**config.mk**
```make
export PLATFORM = sky130hd
export DESIGN_NAME = ad2s1210Top
export DESIGN_NICKNAME = d
export VERILOG_FILES = /design/src/design/ad2s1210Pkg.sv /design/src/design/ad2s1210Top.sv /design/src/design/resolverSequencer.sv /design/src/design/resolverSpiReader.sv /design/src/design/resolverRegs.sv
export SDC_FILE = /design/constraint.sdc
export NUM_CORES = 1
export LEC_CHECK = 0
export BUFFER_PORTS_ARGS = -buffer_cell sky130_fd_sc_hd__clkbuf_2
export CAP_MARGIN = 10
export CELL_PAD_IN_SITES_DETAIL_PLACEMENT = 0
export CELL_PAD_IN_SITES_GLOBAL_PLACEMENT = 1
export CORE_MARGIN = 5
export CORE_UTILIZATION = 38
export DETAILED_ROUTE_END_ITERATION = 10
export PLACE_DENSITY_LB_ADDON = 0.05
export SLEW_MARGIN = 20
export SYNTH_ARGS = -nofsm -noshare
export SYNTH_HDL_FRONTEND = slang
export SYNTH_SLANG_ARGS = --single-unit
```
**constraint.sdc**
```tcl
create_clock -name sclk -period 3.8 [get_ports sclk]
set_input_delay 0 -clock sclk [delete_from_list [all_inputs] [get_ports sclk]]
set_output_delay 0 -clock sclk [all_outputs]
set_load 0.005 [all_outputs]
```
**src/design/ad2s1210Pkg.sv**
```systemverilog
// ============================================================
// Shared definitions for the AD2S1210 resolver controller
// Width typedefs, config and sample structs, FSM state enums
// Host register map and converter pin timing constants
// ============================================================
`default_nettype none

package ad2s1210Pkg;

    // Host bus widths
    typedef logic [3:0]  busAddr_t;
    typedef logic [31:0] busData_t;

    // One converter data word
    typedef logic [15:0] resolverWord_t;
    // Half period of spiClk is spiDiv + 1 system cycles
    typedef logic [7:0]  spiDiv_t;
    // Idle time between conversions, in system cycles
    typedef logic [15:0] period_t;

    // Configuration held by the register file
    typedef struct packed {
        logic       enable;
        // Set holds the converter's reset pin low
        logic       convReset;
        // Drives RE1/RE0
        logic [1:0] resolution;
        spiDiv_t    spiDiv;
        period_t    period;
    } resolverCfg_t;

    // Result of one finished conversion
    typedef struct packed {
        resolverWord_t position;
        resolverWord_t velocity;
        logic [15:0]   sampleCount;
    } resolverSample_t;

    // Conversion sequencer states
    typedef enum logic [2:0] {
        SEQ_IDLE,
        SEQ_WAIT_PERIOD,
        SEQ_SAMPLE,
        SEQ_SETTLE,
        SEQ_READ_POS,
        SEQ_READ_VEL,
        SEQ_STORE
    } seqState_t;

    // Serial reader states
    typedef enum logic [1:0] {
        SPI_IDLE,
        SPI_LOW_HALF,
        SPI_HIGH_HALF,
        SPI_DONE
    } spiState_t;

    // Register map, word addresses
    localparam busAddr_t ADDR_CTRL   = 4'd0;
    localparam busAddr_t ADDR_DIV    = 4'd1;
    localparam busAddr_t ADDR_PERIOD = 4'd2;
    localparam busAddr_t ADDR_POS    = 4'd3;
    localparam busAddr_t ADDR_VEL    = 4'd4;
    localparam busAddr_t ADDR_COUNT  = 4'd5;

    // Cycles SAMPLE is held low
    localparam int SAMPLE_WIDTH  = 4;
    // Cycles from SAMPLE rising to the first chip select
    localparam int SETTLE_CYCLES = 4;

endpackage

`default_nettype wire
```
**src/design/ad2s1210Top.sv**
```systemverilog
// ============================================================
// AD2S1210 controller top level
// Host register file plus conversion sequencer
// Static converter pins driven from the configuration
// ============================================================
`default_nettype none

module ad2s1210Top import ad2s1210Pkg::*; #(
    parameter int FRAME_BITS = 16
) (
    input  logic     sclk,
    input  logic     rst,
    // Host bus
    input  logic     writeStrobe,
    input  logic     readStrobe,
    input  busAddr_t address,
    input  busData_t writeData,
    output busData_t readData,
    output logic     readValid,
    // Converter pins
    input  logic     miso,
    output logic     spiClk,
    output logic     csN,
    output logic     sampleN,
    output logic     resetN,
    output logic     a0,
    output logic     a1,
    output logic     re0,
    output logic     re1
);

    resolverCfg_t    cfg;
    resolverSample_t sample;
    logic            sampleStrobe;
    // {A1, A0}
    logic [1:0]      addrSel;

    resolverRegs u_regs (
        .sclk         (sclk),
        .rst          (rst),
        .writeStrobe  (writeStrobe),
        .readStrobe   (readStrobe),
        .address      (address),
        .writeData    (writeData),
        .readData     (readData),
        .readValid    (readValid),
        .sample       (sample),
        .sampleStrobe (sampleStrobe),
        .cfg          (cfg)
    );

    resolverSequencer #(
        .FRAME_BITS(FRAME_BITS)
    ) u_sequencer (
        .sclk         (sclk),
        .rst          (rst),
        .cfg          (cfg),
        .miso         (miso),
        .spiClk       (spiClk),
        .csN          (csN),
        .sampleN      (sampleN),
        .addrSel      (addrSel),
        .sample       (sample),
        .sampleStrobe (sampleStrobe)
    );

    // Converter reset is active low
    assign resetN = ~cfg.convReset;
    assign re0    = cfg.resolution[0];
    assign re1    = cfg.resolution[1];
    assign a0     = addrSel[0];
    assign a1     = addrSel[1];

endmodule

`default_nettype wire

```
**src/design/resolverSequencer.sv**
```systemverilog
// ============================================================
// Conversion sequencer for the AD2S1210
// Period timer, SAMPLE pulse, settle delay, A0/A1 select
// Position frame then velocity frame, sample hand-off
// ============================================================
`default_nettype none

module resolverSequencer import ad2s1210Pkg::*; #(
    parameter int FRAME_BITS = 16
) (
    input  logic            sclk,
    input  logic            rst,
    input  resolverCfg_t    cfg,
    input  logic            miso,
    output logic            spiClk,
    output logic            csN,
    output logic            sampleN,
    output logic [1:0]      addrSel,
    output resolverSample_t sample,
    output logic            sampleStrobe
);

    localparam int STEP_MAX = (SAMPLE_WIDTH > SETTLE_CYCLES) ? SAMPLE_WIDTH : SETTLE_CYCLES;
    localparam int STEP_W = $clog2(STEP_MAX) + 1;
    localparam logic [STEP_W-1:0] SAMPLE_LAST = STEP_W'(SAMPLE_WIDTH - 1);
    localparam logic [STEP_W-1:0] SETTLE_LAST = STEP_W'(SETTLE_CYCLES - 1);

    seqState_t         state;
    period_t           periodCnt;
    // Cycle counter for the SAMPLE and settle phases
    logic [STEP_W-1:0] stepCnt;
    logic [15:0]       sampleCount;
    resolverWord_t     posWord;
    resolverWord_t     velWord;
    resolverWord_t     rxWord;
    logic              frameStart;
    logic              frameDone;

    // Position frame starts at the end of settling
    // Velocity frame starts on the first READ_VEL cycle
    assign frameStart = (state == SEQ_SETTLE && stepCnt == SETTLE_LAST) ||
                        (state == SEQ_READ_VEL && stepCnt == '0);

    resolverSpiReader #(
        .FRAME_BITS(FRAME_BITS)
    ) u_spiReader (
        .sclk   (sclk),
        .rst    (rst),
        .start  (frameStart),
        .spiDiv (cfg.spiDiv),
        .miso   (miso),
        .spiClk (spiClk),
        .csN    (csN),
        .rxWord (rxWord),
        .done   (frameDone)
    );

    always_ff @(posedge sclk) begin
        if (rst) begin
            state        <= SEQ_IDLE;
            periodCnt    <= '0;
            stepCnt      <= '0;
            sampleN      <= 1'b1;
            addrSel      <= 2'b00;
            sampleCount  <= '0;
            sampleStrobe <= 1'b0;
        end else begin
            sampleStrobe <= 1'b0;
            case (state)
                SEQ_IDLE: begin
                    if (cfg.enable) begin
                        periodCnt <= cfg.period;
                        state     <= SEQ_WAIT_PERIOD;
                    end
                end
                SEQ_WAIT_PERIOD: begin
                    // Disabled before SAMPLE, nothing to finish
                    if (!cfg.enable) begin
                        state <= SEQ_IDLE;
                    end else if (periodCnt == '0) begin
                        sampleN <= 1'b0;
                        stepCnt <= '0;
                        state   <= SEQ_SAMPLE;
                    end else begin
                        periodCnt <= periodCnt - 1'b1;
                    end
                end
                SEQ_SAMPLE: begin
                    if (stepCnt == SAMPLE_LAST) begin
                        sampleN <= 1'b1;
                        stepCnt <= '0;
                        state   <= SEQ_SETTLE;
                    end else begin
                        stepCnt <= stepCnt + 1'b1;
                    end
                end
                SEQ_SETTLE: begin
                    if (frameStart) begin
                        state <= SEQ_READ_POS;
                    end else begin
                        stepCnt <= stepCnt + 1'b1;
                    end
                end
                SEQ_READ_POS: begin
                    // Switch to velocity while csN is back high
                    if (frameDone) begin
                        addrSel <= 2'b10;
                        stepCnt <= '0;
                        state   <= SEQ_READ_VEL;
                    end
                end
                SEQ_READ_VEL: begin
                    if (frameStart) begin
                        stepCnt <= 1;
                    end else if (frameDone) begin
                        state <= SEQ_STORE;
                    end
                end
                SEQ_STORE: begin
                    sampleCount  <= sampleCount + 1'b1;
                    sampleStrobe <= 1'b1;
                    addrSel      <= 2'b00;
                    // Period restarts from the end of this conversion
                    periodCnt    <= cfg.period;
                    state        <= cfg.enable ? SEQ_WAIT_PERIOD : SEQ_IDLE;
                end
                default: begin
                    state <= SEQ_IDLE;
                end
            endcase
        end
    end

    // Data words from the two frames
    always_ff @(posedge sclk) begin
        if (state == SEQ_READ_POS && frameDone) begin
            posWord <= rxWord;
        end
        if (state == SEQ_READ_VEL && frameDone) begin
            velWord <= rxWord;
        end
    end

    // Stable while sampleStrobe is high
    always_comb begin
        sample.position    = posWord;
        sample.velocity    = velWord;
        sample.sampleCount = sampleCount;
    end

endmodule

`default_nettype wire

```
**src/design/resolverSpiReader.sv**
```systemverilog
// ============================================================
// Serial read master for the AD2S1210 data port
// Divided spiClk from a half-period counter
// MSB-first shift on rising edges, done pulse per frame
// ============================================================
`default_nettype none

module resolverSpiReader import ad2s1210Pkg::*; #(
    parameter int FRAME_BITS = 16
) (
    input  logic          sclk,
    input  logic          rst,
    input  logic          start,
    input  spiDiv_t       spiDiv,
    input  logic          miso,
    output logic          spiClk,
    output logic          csN,
    output resolverWord_t rxWord,
    output logic          done
);

    localparam int BIT_W = (FRAME_BITS > 1) ? $clog2(FRAME_BITS) : 1;
    localparam logic [BIT_W-1:0] LAST_BIT = BIT_W'(FRAME_BITS - 1);
    localparam int WORD_W = $bits(resolverWord_t);

    spiState_t        state;
    // Cycles spent in the current half period
    spiDiv_t          halfCnt;
    // Index of the bit in flight
    logic [BIT_W-1:0] bitCnt;
    resolverWord_t    shiftReg;
    // Current half period is over
    logic             halfEnd;

    // Compare with >= so a divider lowered mid-frame cannot stall the count
    assign halfEnd = (halfCnt >= spiDiv);

    always_ff @(posedge sclk) begin
        if (rst) begin
            state   <= SPI_IDLE;
            spiClk  <= 1'b1;
            csN     <= 1'b1;
            halfCnt <= '0;
            bitCnt  <= '0;
        end else begin
            case (state)
                SPI_IDLE: begin
                    // csN and the first spiClk fall share one edge
                    // The converter puts its MSB out on the csN fall
                    if (start) begin
                        csN     <= 1'b0;
                        spiClk  <= 1'b0;
                        halfCnt <= '0;
                        bitCnt  <= '0;
                        state   <= SPI_LOW_HALF;
                    end
                end
                SPI_LOW_HALF: begin
                    if (halfEnd) begin
                        spiClk  <= 1'b1;
                        halfCnt <= '0;
                        // Last rising edge ends the frame
                        if (bitCnt == LAST_BIT) begin
                            state <= SPI_DONE;
                        end else begin
                            bitCnt <= bitCnt + 1'b1;
                            state  <= SPI_HIGH_HALF;
                        end
                    end else begin
                        halfCnt <= halfCnt + 1'b1;
                    end
                end
                SPI_HIGH_HALF: begin
                    if (halfEnd) begin
                        spiClk  <= 1'b0;
                        halfCnt <= '0;
                        state   <= SPI_LOW_HALF;
                    end else begin
                        halfCnt <= halfCnt + 1'b1;
                    end
                end
                SPI_DONE: begin
                    // csN rises one cycle after the last rising edge
                    csN   <= 1'b1;
                    state <= SPI_IDLE;
                end
                default: begin
                    state <= SPI_IDLE;
                end
            endcase
        end
    end

    // Receive shift register, MSB first
    always_ff @(posedge sclk) begin
        if (state == SPI_IDLE && start) begin
            shiftReg <= '0;
        end else if (state == SPI_LOW_HALF && halfEnd) begin
            // Sample miso on the rising spiClk edge
            shiftReg <= {shiftReg[WORD_W-2:0], miso};
        end
    end

    // Word holds from done until the next start clears it
    assign rxWord = shiftReg;
    assign done   = (state == SPI_DONE);

endmodule

`default_nettype wire

```
**src/design/resolverRegs.sv**
```systemverilog
// ============================================================
// Host register file for the resolver controller
// Holds enable, reset, resolution, divider and period
// Latches finished samples, registered read path
// ============================================================
`default_nettype none

module resolverRegs import ad2s1210Pkg::*; (
    input  logic            sclk,
    input  logic            rst,
    input  logic            writeStrobe,
    input  logic            readStrobe,
    input  busAddr_t        address,
    input  busData_t        writeData,
    output busData_t        readData,
    output logic            readValid,
    input  resolverSample_t sample,
    input  logic            sampleStrobe,
    output resolverCfg_t    cfg
);

    // Last sample handed over by the sequencer
    resolverSample_t sampleReg;
    // Combinational read selection
    busData_t        readMux;

    // Configuration writes
    always_ff @(posedge sclk) begin
        if (rst) begin
            cfg <= '0;
        end else if (writeStrobe) begin
            case (address)
                ADDR_CTRL: begin
                    cfg.enable     <= writeData[0];
                    cfg.convReset  <= writeData[1];
                    cfg.resolution <= writeData[3:2];
                end
                ADDR_DIV: begin
                    cfg.spiDiv <= writeData[7:0];
                end
                ADDR_PERIOD: begin
                    cfg.period <= writeData[15:0];
                end
                // Sample registers are read only
                default: begin
                end
            endcase
        end
    end

    // Capture completed conversions
    // Cleared so that the sample registers read zero after reset
    always_ff @(posedge sclk) begin
        if (rst) begin
            sampleReg <= '0;
        end else if (sampleStrobe) begin
            sampleReg <= sample;
        end
    end

    // Read selection, unused addresses give zero
    always_comb begin
        readMux = '0;
        case (address)
            ADDR_CTRL:   readMux = {28'd0, cfg.resolution, cfg.convReset, cfg.enable};
            ADDR_DIV:    readMux = {24'd0, cfg.spiDiv};
            ADDR_PERIOD: readMux = {16'd0, cfg.period};
            ADDR_POS:    readMux = {16'd0, sampleReg.position};
            ADDR_VEL:    readMux = {16'd0, sampleReg.velocity};
            ADDR_COUNT:  readMux = {16'd0, sampleReg.sampleCount};
            default:     readMux = '0;
        endcase
    end

    // Fixed one-cycle read latency
    always_ff @(posedge sclk) begin
        if (rst) begin
            readData  <= '0;
            readValid <= 1'b0;
        end else begin
            readValid <= readStrobe;
            if (readStrobe) begin
                readData <= readMux;
            end
        end
    end

endmodule

`default_nettype wire

```
# After elaboration in Yosys (flattened, before gate mapping)

Cells that the tools add are included.

Flip-flop bits (word level): 215
Output and inout port bits: 41

Add/subtract/negate cells: 5
Magnitude comparators: 1
Eq/ne operators: 32
Multiplexer cells: 46
Bitwise logic cells: 1
Reductions and logical operators: 34

Operator list:

| operator                                                              | count |
|---|---|
| 16-bit case mux with 6 select lines                                   | 1 |
| 16-bit 2-to-1 mux                                                     | 3 |
| 16-bit case mux with 3 select lines                                   | 1 |
| 3-bit 2-to-1 mux                                                      | 14 |
| 2-bit != test (second input constant)                                 | 11 |
| 3-bit case mux with 7 select lines                                    | 1 |
| 16-bit by 1-bit adder with 16-bit output (second input constant)      | 1 |
| 16-bit zero test                                                      | 1 |
| 8-bit 2-to-1 mux                                                      | 2 |
| 8-bit case mux with 2 select lines                                    | 1 |
| 4-bit AND reduction                                                   | 4 |
| 16-bit by 1-bit subtractor with 16-bit output (second input constant) | 1 |
| 3-bit case mux with 5 select lines                                    | 1 |
| 4-bit 2-to-1 mux                                                      | 3 |
| 2-bit AND reduction                                                   | 6 |
| 2-bit nonzero test                                                    | 5 |
| 3-bit by 2-bit == test with 1-bit output (second input constant)      | 3 |
| 3-bit == test (second input constant)                                 | 3 |
| 1-bit 2-to-1 mux                                                      | 9 |
| 8-bit by 1-bit adder with 8-bit output (second input constant)        | 1 |
| 4-bit by 2-bit == test with 1-bit output (second input constant)      | 2 |
| 4-bit by 3-bit == test with 1-bit output (second input constant)      | 2 |
| 8-bit >= comparator                                                   | 1 |
| 2-bit 2-to-1 mux                                                      | 4 |
| other kinds (26)                                                      | 38 |

# Depth between registers and ports, before layout

Gate-level depths: netlist (run 1).

Depth in word-level cells: 5
Mapped depth: 9

# Cells and area by module

From an unflattened synthesis (run 1), not the netlist that was laid out.

Cell total of the unflattened synthesis: 932
Area, all modules: 9121.2 µm²

By module, submodules not included:

| module            | instances | cells each | area an instance (µm²) | sequential area each (µm²) |
|---|---|---|---|---|
| resolverRegs      | 1         | 407        | 4115.2                 | 1861.8 |
| resolverSequencer | 1         | 337        | 3315.7                 | 1781.7 |
| resolverSpiReader | 1         | 187        | 1686.6                 | 640.6 |
| ad2s1210Top       | 1         | 1          | 3.8                    | 0.0 |

# Worst setup path before layout (run 1)

Ideal clock, no wire load.

Kind: register to register
Start point: register u_sequencer.u_spiReader.halfCnt[0]
End point: register u_sequencer.u_spiReader.halfCnt[3]
Data arrival time: 2197 ps
Data required time: 3713 ps
Slack: 1516 ps
Stages on the path, launching flop included: 8
Clock period less this slack: 2284 ps
Cell sequence: dfxtp_1 inv_1 ha_1 nand2b_1 a2111o_1 a2111oi_2 nand2_1 o31ai_1

Cells in the longest elaborated chain, start to end: 3
Elaborated cells on any way between the ends: 4
Classes of those cells: 1 x add/sub; 1 x order compare; 2 x mux

RTL lines:

| item                                                                                 | RTL line                                                                  | RTL |
|---|---|---|
| start: declaration                                                                   | resolverSpiReader.sv:28                                                   | `spiDiv_t halfCnt;` |
| start signal: assignment                                                             | resolverSpiReader.sv:70                                                   | `halfCnt <= halfCnt + 1'b1;` |
| start signal: assignment                                                             | resolverSpiReader.sv:79                                                   | `halfCnt <= halfCnt + 1'b1;` |
| 8-bit by 1-bit adder with 8-bit output / 8-bit >= comparator (equally long branches) | resolverSpiReader.sv:70, resolverSpiReader.sv:79, resolverSpiReader.sv:36 |  |
| 8-bit 2-to-1 mux *                                                                   | resolverSpiReader.sv:59, resolverSpiReader.sv:74                          |  |
| 8-bit case mux with 2 select lines *                                                 | resolverSpiReader.sv:46                                                   | `case (state)` |

Every way passes the cells marked *; elsewhere a longest branch is shown, timed or not.
A chain may end at the register's enable or synchronous reset.

# Final worst setup path (run 1)

Start point: register u_sequencer.state[1]
End point: register u_sequencer.stepCnt[1]

Cells in the longest elaborated chain, start to end: 5
Elaborated cells on any way between the ends: 16
Classes of those cells: 10 x eq/ne; 1 x mux; 5 x reduce/logical

RTL lines:

| item                                                                             | RTL line                                                                  | RTL |
|---|---|---|
| start: declaration                                                               | resolverSequencer.sv:28                                                   | `seqState_t state;` |
| start signal: assignment                                                         | resolverSequencer.sv:125                                                  | `state <= cfg.enable ? SEQ_WAIT_PERIOD : SEQ_IDLE;` |
| 3-bit by 2-bit == test with 1-bit output / 3-bit == test (equally long branches) | resolverSequencer.sv:41, resolverSequencer.sv:69, resolverSequencer.sv:42 |  |
| 1-bit logical AND, on equally long branches                                      | resolverSequencer.sv:41, resolverSequencer.sv:42                          |  |
| 1-bit logical OR                                                                 | resolverSequencer.sv:41                                                   | `assign frameStart = (state == SEQ_SETTLE && stepCnt == SETTLE_LAST) \|\|` |
| 2-bit != test (no source line)                                                   | n/a                                                                       |  |
| 6-bit AND reduction (no source line)                                             | n/a                                                                       |  |
| end signal: assignment                                                           | resolverSequencer.sv:94                                                   | `stepCnt <= stepCnt + 1'b1;` |
| end signal: assignment                                                           | resolverSequencer.sv:101                                                  | `stepCnt <= stepCnt + 1'b1;` |
| end: declaration                                                                 | resolverSequencer.sv:31                                                   | `logic [STEP_W-1:0] stepCnt;` |

Parallel ways exist; a longest one is shown, timed or not.

==> results.cfg, run 1 <==
[floorplanning]
dieArea_um2 = 26500
num_rows = 56
start_util_pct = 38.14
io_pins = 82
coreArea_um2 = 23260
die_w_um = 162.8
chipHeight_um = 162.8

[yosys]
yosysTopAreaCellShare_pct = 37.46
ys_ff_latch = 198
ys.flop_type = dfxtp_1
ys_top_cells_by_area = dfxtp_1, edfxtp_1, mux2i_1
syn_inst = 964
synthArstFlopShare_pct = 0
yosys_warnings = 0
synth_top_cell_by_area = dfxtp_1
yosysSeqAreaShare_pct = 48.29
synth_cell_types = 70
synth-edff-count = 32
synth.avg_cell_area_um2 = 9.204
synthesis.area_um2 = 8872

[pwr]
seqPwrFrac_pct = 51.1
ir_drop_mv = 0.3085
cellLeakagePower_nw = 3.540
combinationalPowerShare_pct = 7.9
switching_share_pct = 27.12
p_clk_share_pct = 41.0
power.total_mw = 4.481
power.density_nw_per_um2 = 442.6
p_switching_mw = 1.216
intPower_mw = 3.266

[drt]
first_iter_violations = 405
postRouteAntennaNets = 0
routedWlPerCell_um = 17.03
wl_um = 22710
drtPass1Iterations = 5
viasPerCell = 5.104
post-route-drc-count = 0
vias = 6809

[place]
hpwl_um = 15620
pre_cts_ws_ps = 1195
routabilityCongestion = 0.7327
numPortBuffers = 48

[setup_path]
cpPeakStageDelay_ps = 800
reg2reg_depth = 4
cp.arrival_ps = 3000
slowest_stage = dfxtp_1
cp_num_buf_inv = 0
required_ps = 4170
cp_top_family = simple AND/OR/NAND/NOR gates
crit_fanout = 39
worstSetupEndpointType = flip-flop
critPathKind = reg2reg
startpoint_type = flip-flop
crit_chain = or3b_2, o221ai_1, or4_1, a21oi_1
cp.depth = 4

[outcome]
outcome = finished clean

[sta]
slew_headroom_pct = 34.52
tns_ps = 0
fin_skew_ps = 11.65
worst_pin_slew_ps = 981.6
rsz0062_at_grt = no
hold_viol = 0
fmax_ghz = 0.3804
fin_crit_ps = 2629
setup_ws_ps = 1171
hold_slack_ps = 130.1
setup_violations = 0
drv_slew = 0
finalCritPeriodShare_pct = 69.18

[cts]
clock_latency_ps = 440
cts_made_buffers = 17
cts_tree = done
clockRootBuffer = clkbuf_16
clock_path_buffers = 2
clk_pin_slew_ps = 80
cts_resized = 0
clkSinkCount = 198
h-tree-depth = 4

[flow_run]
cap_violations = 0

[global_route]
grt_max_degree = 84
grt-ovfl-total = 0
grt_pass1_wl_um = 36720
track_usage_pct = 17.47
antenna_found_initial = 0
grt_pass1_vias = 6339

[final_layout]
nNetsFinal = 1065
drive_above_1_share_pct = 11.43
final_cell_mix = dfxtp_1, nand2_1, nor2_1, a21oi_1, mux2i_1
layout_commonest_cell = dfxtp_1
syn_to_final_growth_pct = 14.13
utilization_pct = 43.53
antenna_cells = 0

[min_path]
hold_path_depth = 3
hold_path.class = in2reg
kinds of logic after synthesis:
| kind of cell | Yosys count | synth area share, % |
|---|---|---|
| other | 1 | 0.04227 |
| flip-flops | 198 | 48.29 |
| XOR/XNOR | 11 | 1.086 |
| buffers and inverters | 109 | 5.429 |
| AO/OA/AOI/OAI | 194 | 13.98 |
| AND/OR/NAND/NOR | 341 | 18.04 |
| adder cells (fa/ha/maj) | 22 | 3.102 |
| multiplexers | 88 | 10.04 |
worst register-to-register path: stages (launching register included):
cell,delay (ps)
dfxtp_1,800
or3b_2,760
o221ai_1,370
or4_1,480
a21oi_1,160
registers in the layout, summed over array words and instances (netlist names), 8 cells and up:
signal and cells:
u_sequencer.u_spiReader.rxWord 16, u_sequencer.periodCnt 16, u_regs.sampleReg 48, u_sequencer.u_spiReader.halfCnt 8
u_sequencer.velWord 16, u_regs.cfg 28, u_sequencer.posWord 16, u_sequencer.sampleCount 16
u_regs.readData 16
path summary, 6_finish.rpt:
path | slack (ps) | from | to
max | 1170 | u_sequencer.state[1]$_SDFFE_PP0P_ | u_sequencer.stepCnt[1]$_SDFFE_PP0P_
min | 130 | readStrobe | u_regs.readValid$_SDFF_PP0_
max reg2reg | 1170 | u_sequencer.state[1]$_SDFFE_PP0P_ | u_sequencer.stepCnt[1]$_SDFFE_PP0P_
min reg2reg | 450 | u_sequencer.u_spiReader.rxWord[7]$_SDFFE_PP0P_ | u_sequencer.posWord[7]$_DFFE_PP_
power by group through the flow:
stage               Combinational (mW)  Clock [mW]  Sequential, mW
floorplan                        0.258           0            2.32
global placement                 0.344           0            2.34
detailed placement               0.343           0            2.34
CTS                              0.359        1.90            2.29
global route                     0.395        1.98            2.30
finish                           0.354        1.84            2.29
cell type report:
class / count / area [um2]
Clock inverter: 14 / 175.2
Timing Repair Buffer: 79 / 520.5
Multi-Input combinational cell: 673 / 4190
Tap cell: 319 / 399.1
Clock buffer: 18 / 429.2
Fill cell: 2394 / 13140
Sequential cell: 198 / 4288
Inverter: 33 / 123.9
stage by stage:
stage	instance area, um2	cells
4_1_cts	10120	1334
2_1_floorplan	8932	980
5_1_grt	10130	1334
3_5_place_dp	9339	1284
3_3_place_gp	9339	1284
6_report	10130	1334
metal layers:
metal	track usage [%]	vias up	routed length [um]
li1	-	3460	-
met1	25.71	3230	11530
met5	0	-	0
met2	27.15	112	10380
met4	3.774	0	131
met3	2.759	7	673
Yosys cell counts (all sizes together), types with 5 or more instances:
master	n
a31oi	8
buf	26
nor2	112
nand2b	8
ha	22
inv	32
o31ai	5
o211ai	6
a211oi	5
a222oi	12
nand2	121
or4	5
o21ai	31
nor2b	5
nand3	16
clkbuf	50
mux2	8
nor3b	5
dfxtp	166
or3	7
and2	6
nor4	9
nor3	14
mux2i	80
nand4	8
a21oi	83
edfxtp	32
xnor2	8
a22oi	10
what timing repair did:
action	in CTS	in global routing
hold endpoints to repair	41	0
hold buffers	18	0
buffers inserted	0	0
No activity file was read; power rests on OpenSTA's default activity.
==> inputs of run 2 (changes only) <==
==> constraint.sdc (replaced) <==
create_clock -name sclk -period 2.28 [get_ports sclk]
set_input_delay 0 -clock sclk [delete_from_list [all_inputs] [get_ports sclk]]
set_output_delay 0 -clock sclk [all_outputs]
set_load 0.005 [all_outputs]
==> results.cfg, run 2 (synthesis gave the netlist of run 1 again) <==
[sta]
setup_violations = 0
fmax_ghz = 0.4611
hold_viol = 0
drv_slew = 0
worst_pin_slew_ps = 679.7
fin_skew_ps = 18.31
rsz0062_at_grt = no
finalCritPeriodShare_pct = 95.11
fin_crit_ps = 2169
slew_headroom_pct = 54.68
tns_ps = 0

[drt]
m1WireLength_um = 11700
wl_met3_um = 723
top_layer = met4
postRouteAntennaNets = 0
wl_um = 23090
post-route-drc-count = 0
drtPass1Iterations = 5
viasPerCell = 5.018
first_iter_violations = 473
routedWlPerCell_um = 16.78
dr_wl_met2_um = 10480
vias = 6905

[pwr]
ir_drop_mv = 0.4350
cellLeakagePower_nw = 3.774
power.density_nw_per_um2 = 711.4

[global_route]
track_usage_pct = 17.71
grt-ovfl-total = 0
grt_pass1_wl_um = 37120
grt_max_degree = 69
antenna_found_initial = 0
grt_pass1_vias = 6740

[floorplanning]
die_w_um = 162.8
coreArea_um2 = 23260
start_util_pct = 38.14
chipHeight_um = 162.8
dieArea_um2 = 26500
num_rows = 56
io_pins = 82

[flow_run]
cap_violations = 0

[final_layout]
layout_commonest_cell = dfxtp_1
nNetsFinal = 1107
instances_no_fill = 1376
syn_to_final_growth_pct = 19.05
final_cell_mix = dfxtp_1, nand2_1, nor2_1, a21oi_1, mux2i_1
fin_area_um2 = 10560
max_flop_register = u_regs.sampleReg
antenna_cells = 0
fill_cells = 2339
drive_above_1_share_pct = 15.70
largest_register_ffs = 48
reg_top3 = u_regs.sampleReg: 48 flops, u_regs.cfg: 28 flops

[cts]
clock_path_buffers = 2
cts_made_buffers = 17
clock_latency_ps = 440
clkSinkCount = 198
h-tree-depth = 4
cts_tree = done
clk_pin_slew_ps = 80
clockRootBuffer = clkbuf_16

[setup_path]
critPathKind = reg2reg
required_ps = 2610
crit_fanout = 3
worstSetupEndpointType = flip-flop
startpoint_type = flip-flop
cp.arrival_ps = 2500

[place]
numPortBuffers = 48
placed_area_um2 = 9758
hpwl_um = 16320
routabilityCongestion = 0.8036
dp.cells = 1326

[min_path]
hold_path.class = in2reg

[outcome]
outcome = finished clean
==> run 2: changes by cell type in the layout (fill, tap and decap cells not counted), sizes merged <==
cell,before,now
buf,14,57
clkinvlp,0,2
inv,40,38
clkbuf,65,64
clkinv,7,8
dlygate4sd3,18,17
==> run 2: routing by layer <==
| metal | vias to the layer above | track usage (%) |
|---|---|---|
| met5 | - | 0 |
| met4 | 0 | 4.003 |
| met3 | 12 | 2.733 |
| met2 | 120 | 27.87 |
| met1 | 3228 | 25.76 |
| li1 | 3545 | - |
==> run 2: path summary, 6_finish.rpt <==
| kind | cells after the start | slack, ps | to | startpoint |
|---|---|---|---|---|
| setup / recovery | 7 | 110 | u_sequencer.u_spiReader.spiClk$_SDFFE_PP1P_ | u_sequencer.u_spiReader.halfCnt[0]$_SDFFE_PP0P_ |
| hold / removal | 2 | 40 | u_sequencer.periodCnt[8]$_SDFFE_PP0P_ | rst |
| setup reg to reg | 7 | 110 | u_sequencer.u_spiReader.spiClk$_SDFFE_PP1P_ | u_sequencer.u_spiReader.halfCnt[0]$_SDFFE_PP0P_ |
| hold reg to reg | 0 | 450 | u_sequencer.velWord[8]$_DFFE_PP_ | u_sequencer.u_spiReader.rxWord[8]$_SDFFE_PP0P_ |
==> run 2: metrics by stage <==
step / hold WS, ps / util (%) / power, mW / worst slack, ps
2_1_floorplan: 136.0 / - / 4.300 / 45.76
3_3_place_gp: 229.3 / 41.95 / 4.534 / 74.65
3_5_place_dp: 235.5 / 41.95 / 4.540 / 54.33
4_1_cts: 26.16 / 45.28 / 7.619 / 49.39
5_1_grt: 28.28 / 45.41 / 7.861 / 11.52
6_report: 42.35 / 45.41 / 7.514 / 111.5
==> run 2: repair_timing <==
action,4_1_cts,5_1_grt
setup buffers,0,1
resized for setup,0,7
setup endpoints to repair,0,11
hold buffers,17,0
endpoints found under the hold margin,29,0
==> run 2: cell type report <==
type	instances	area, um2	area share (%)
clock buffer	17	425.4	4.027
multi-input combinational	673	4215	39.91
tap	319	399.1	3.779
timing repair buffer	121	933.4	8.837
inverter	33	123.9	1.173
clock inverter	15	178.9	1.694
sequential	198	4287	40.58
==> run 2: power breakdown <==
part           internal [mW]  switching, mW
combinational          0.277          0.385
clock                   1.49           1.55
sequential              3.72         0.0917
==> run 2: critical path, cell delays in order (launching register included) <==
cell	delay, ps
dfxtp_2	330
inv_1	50
ha_1	250
nand2b_1	150
a2111o_1	450
a211o_1	340
and2_4	170
a311o_1	340
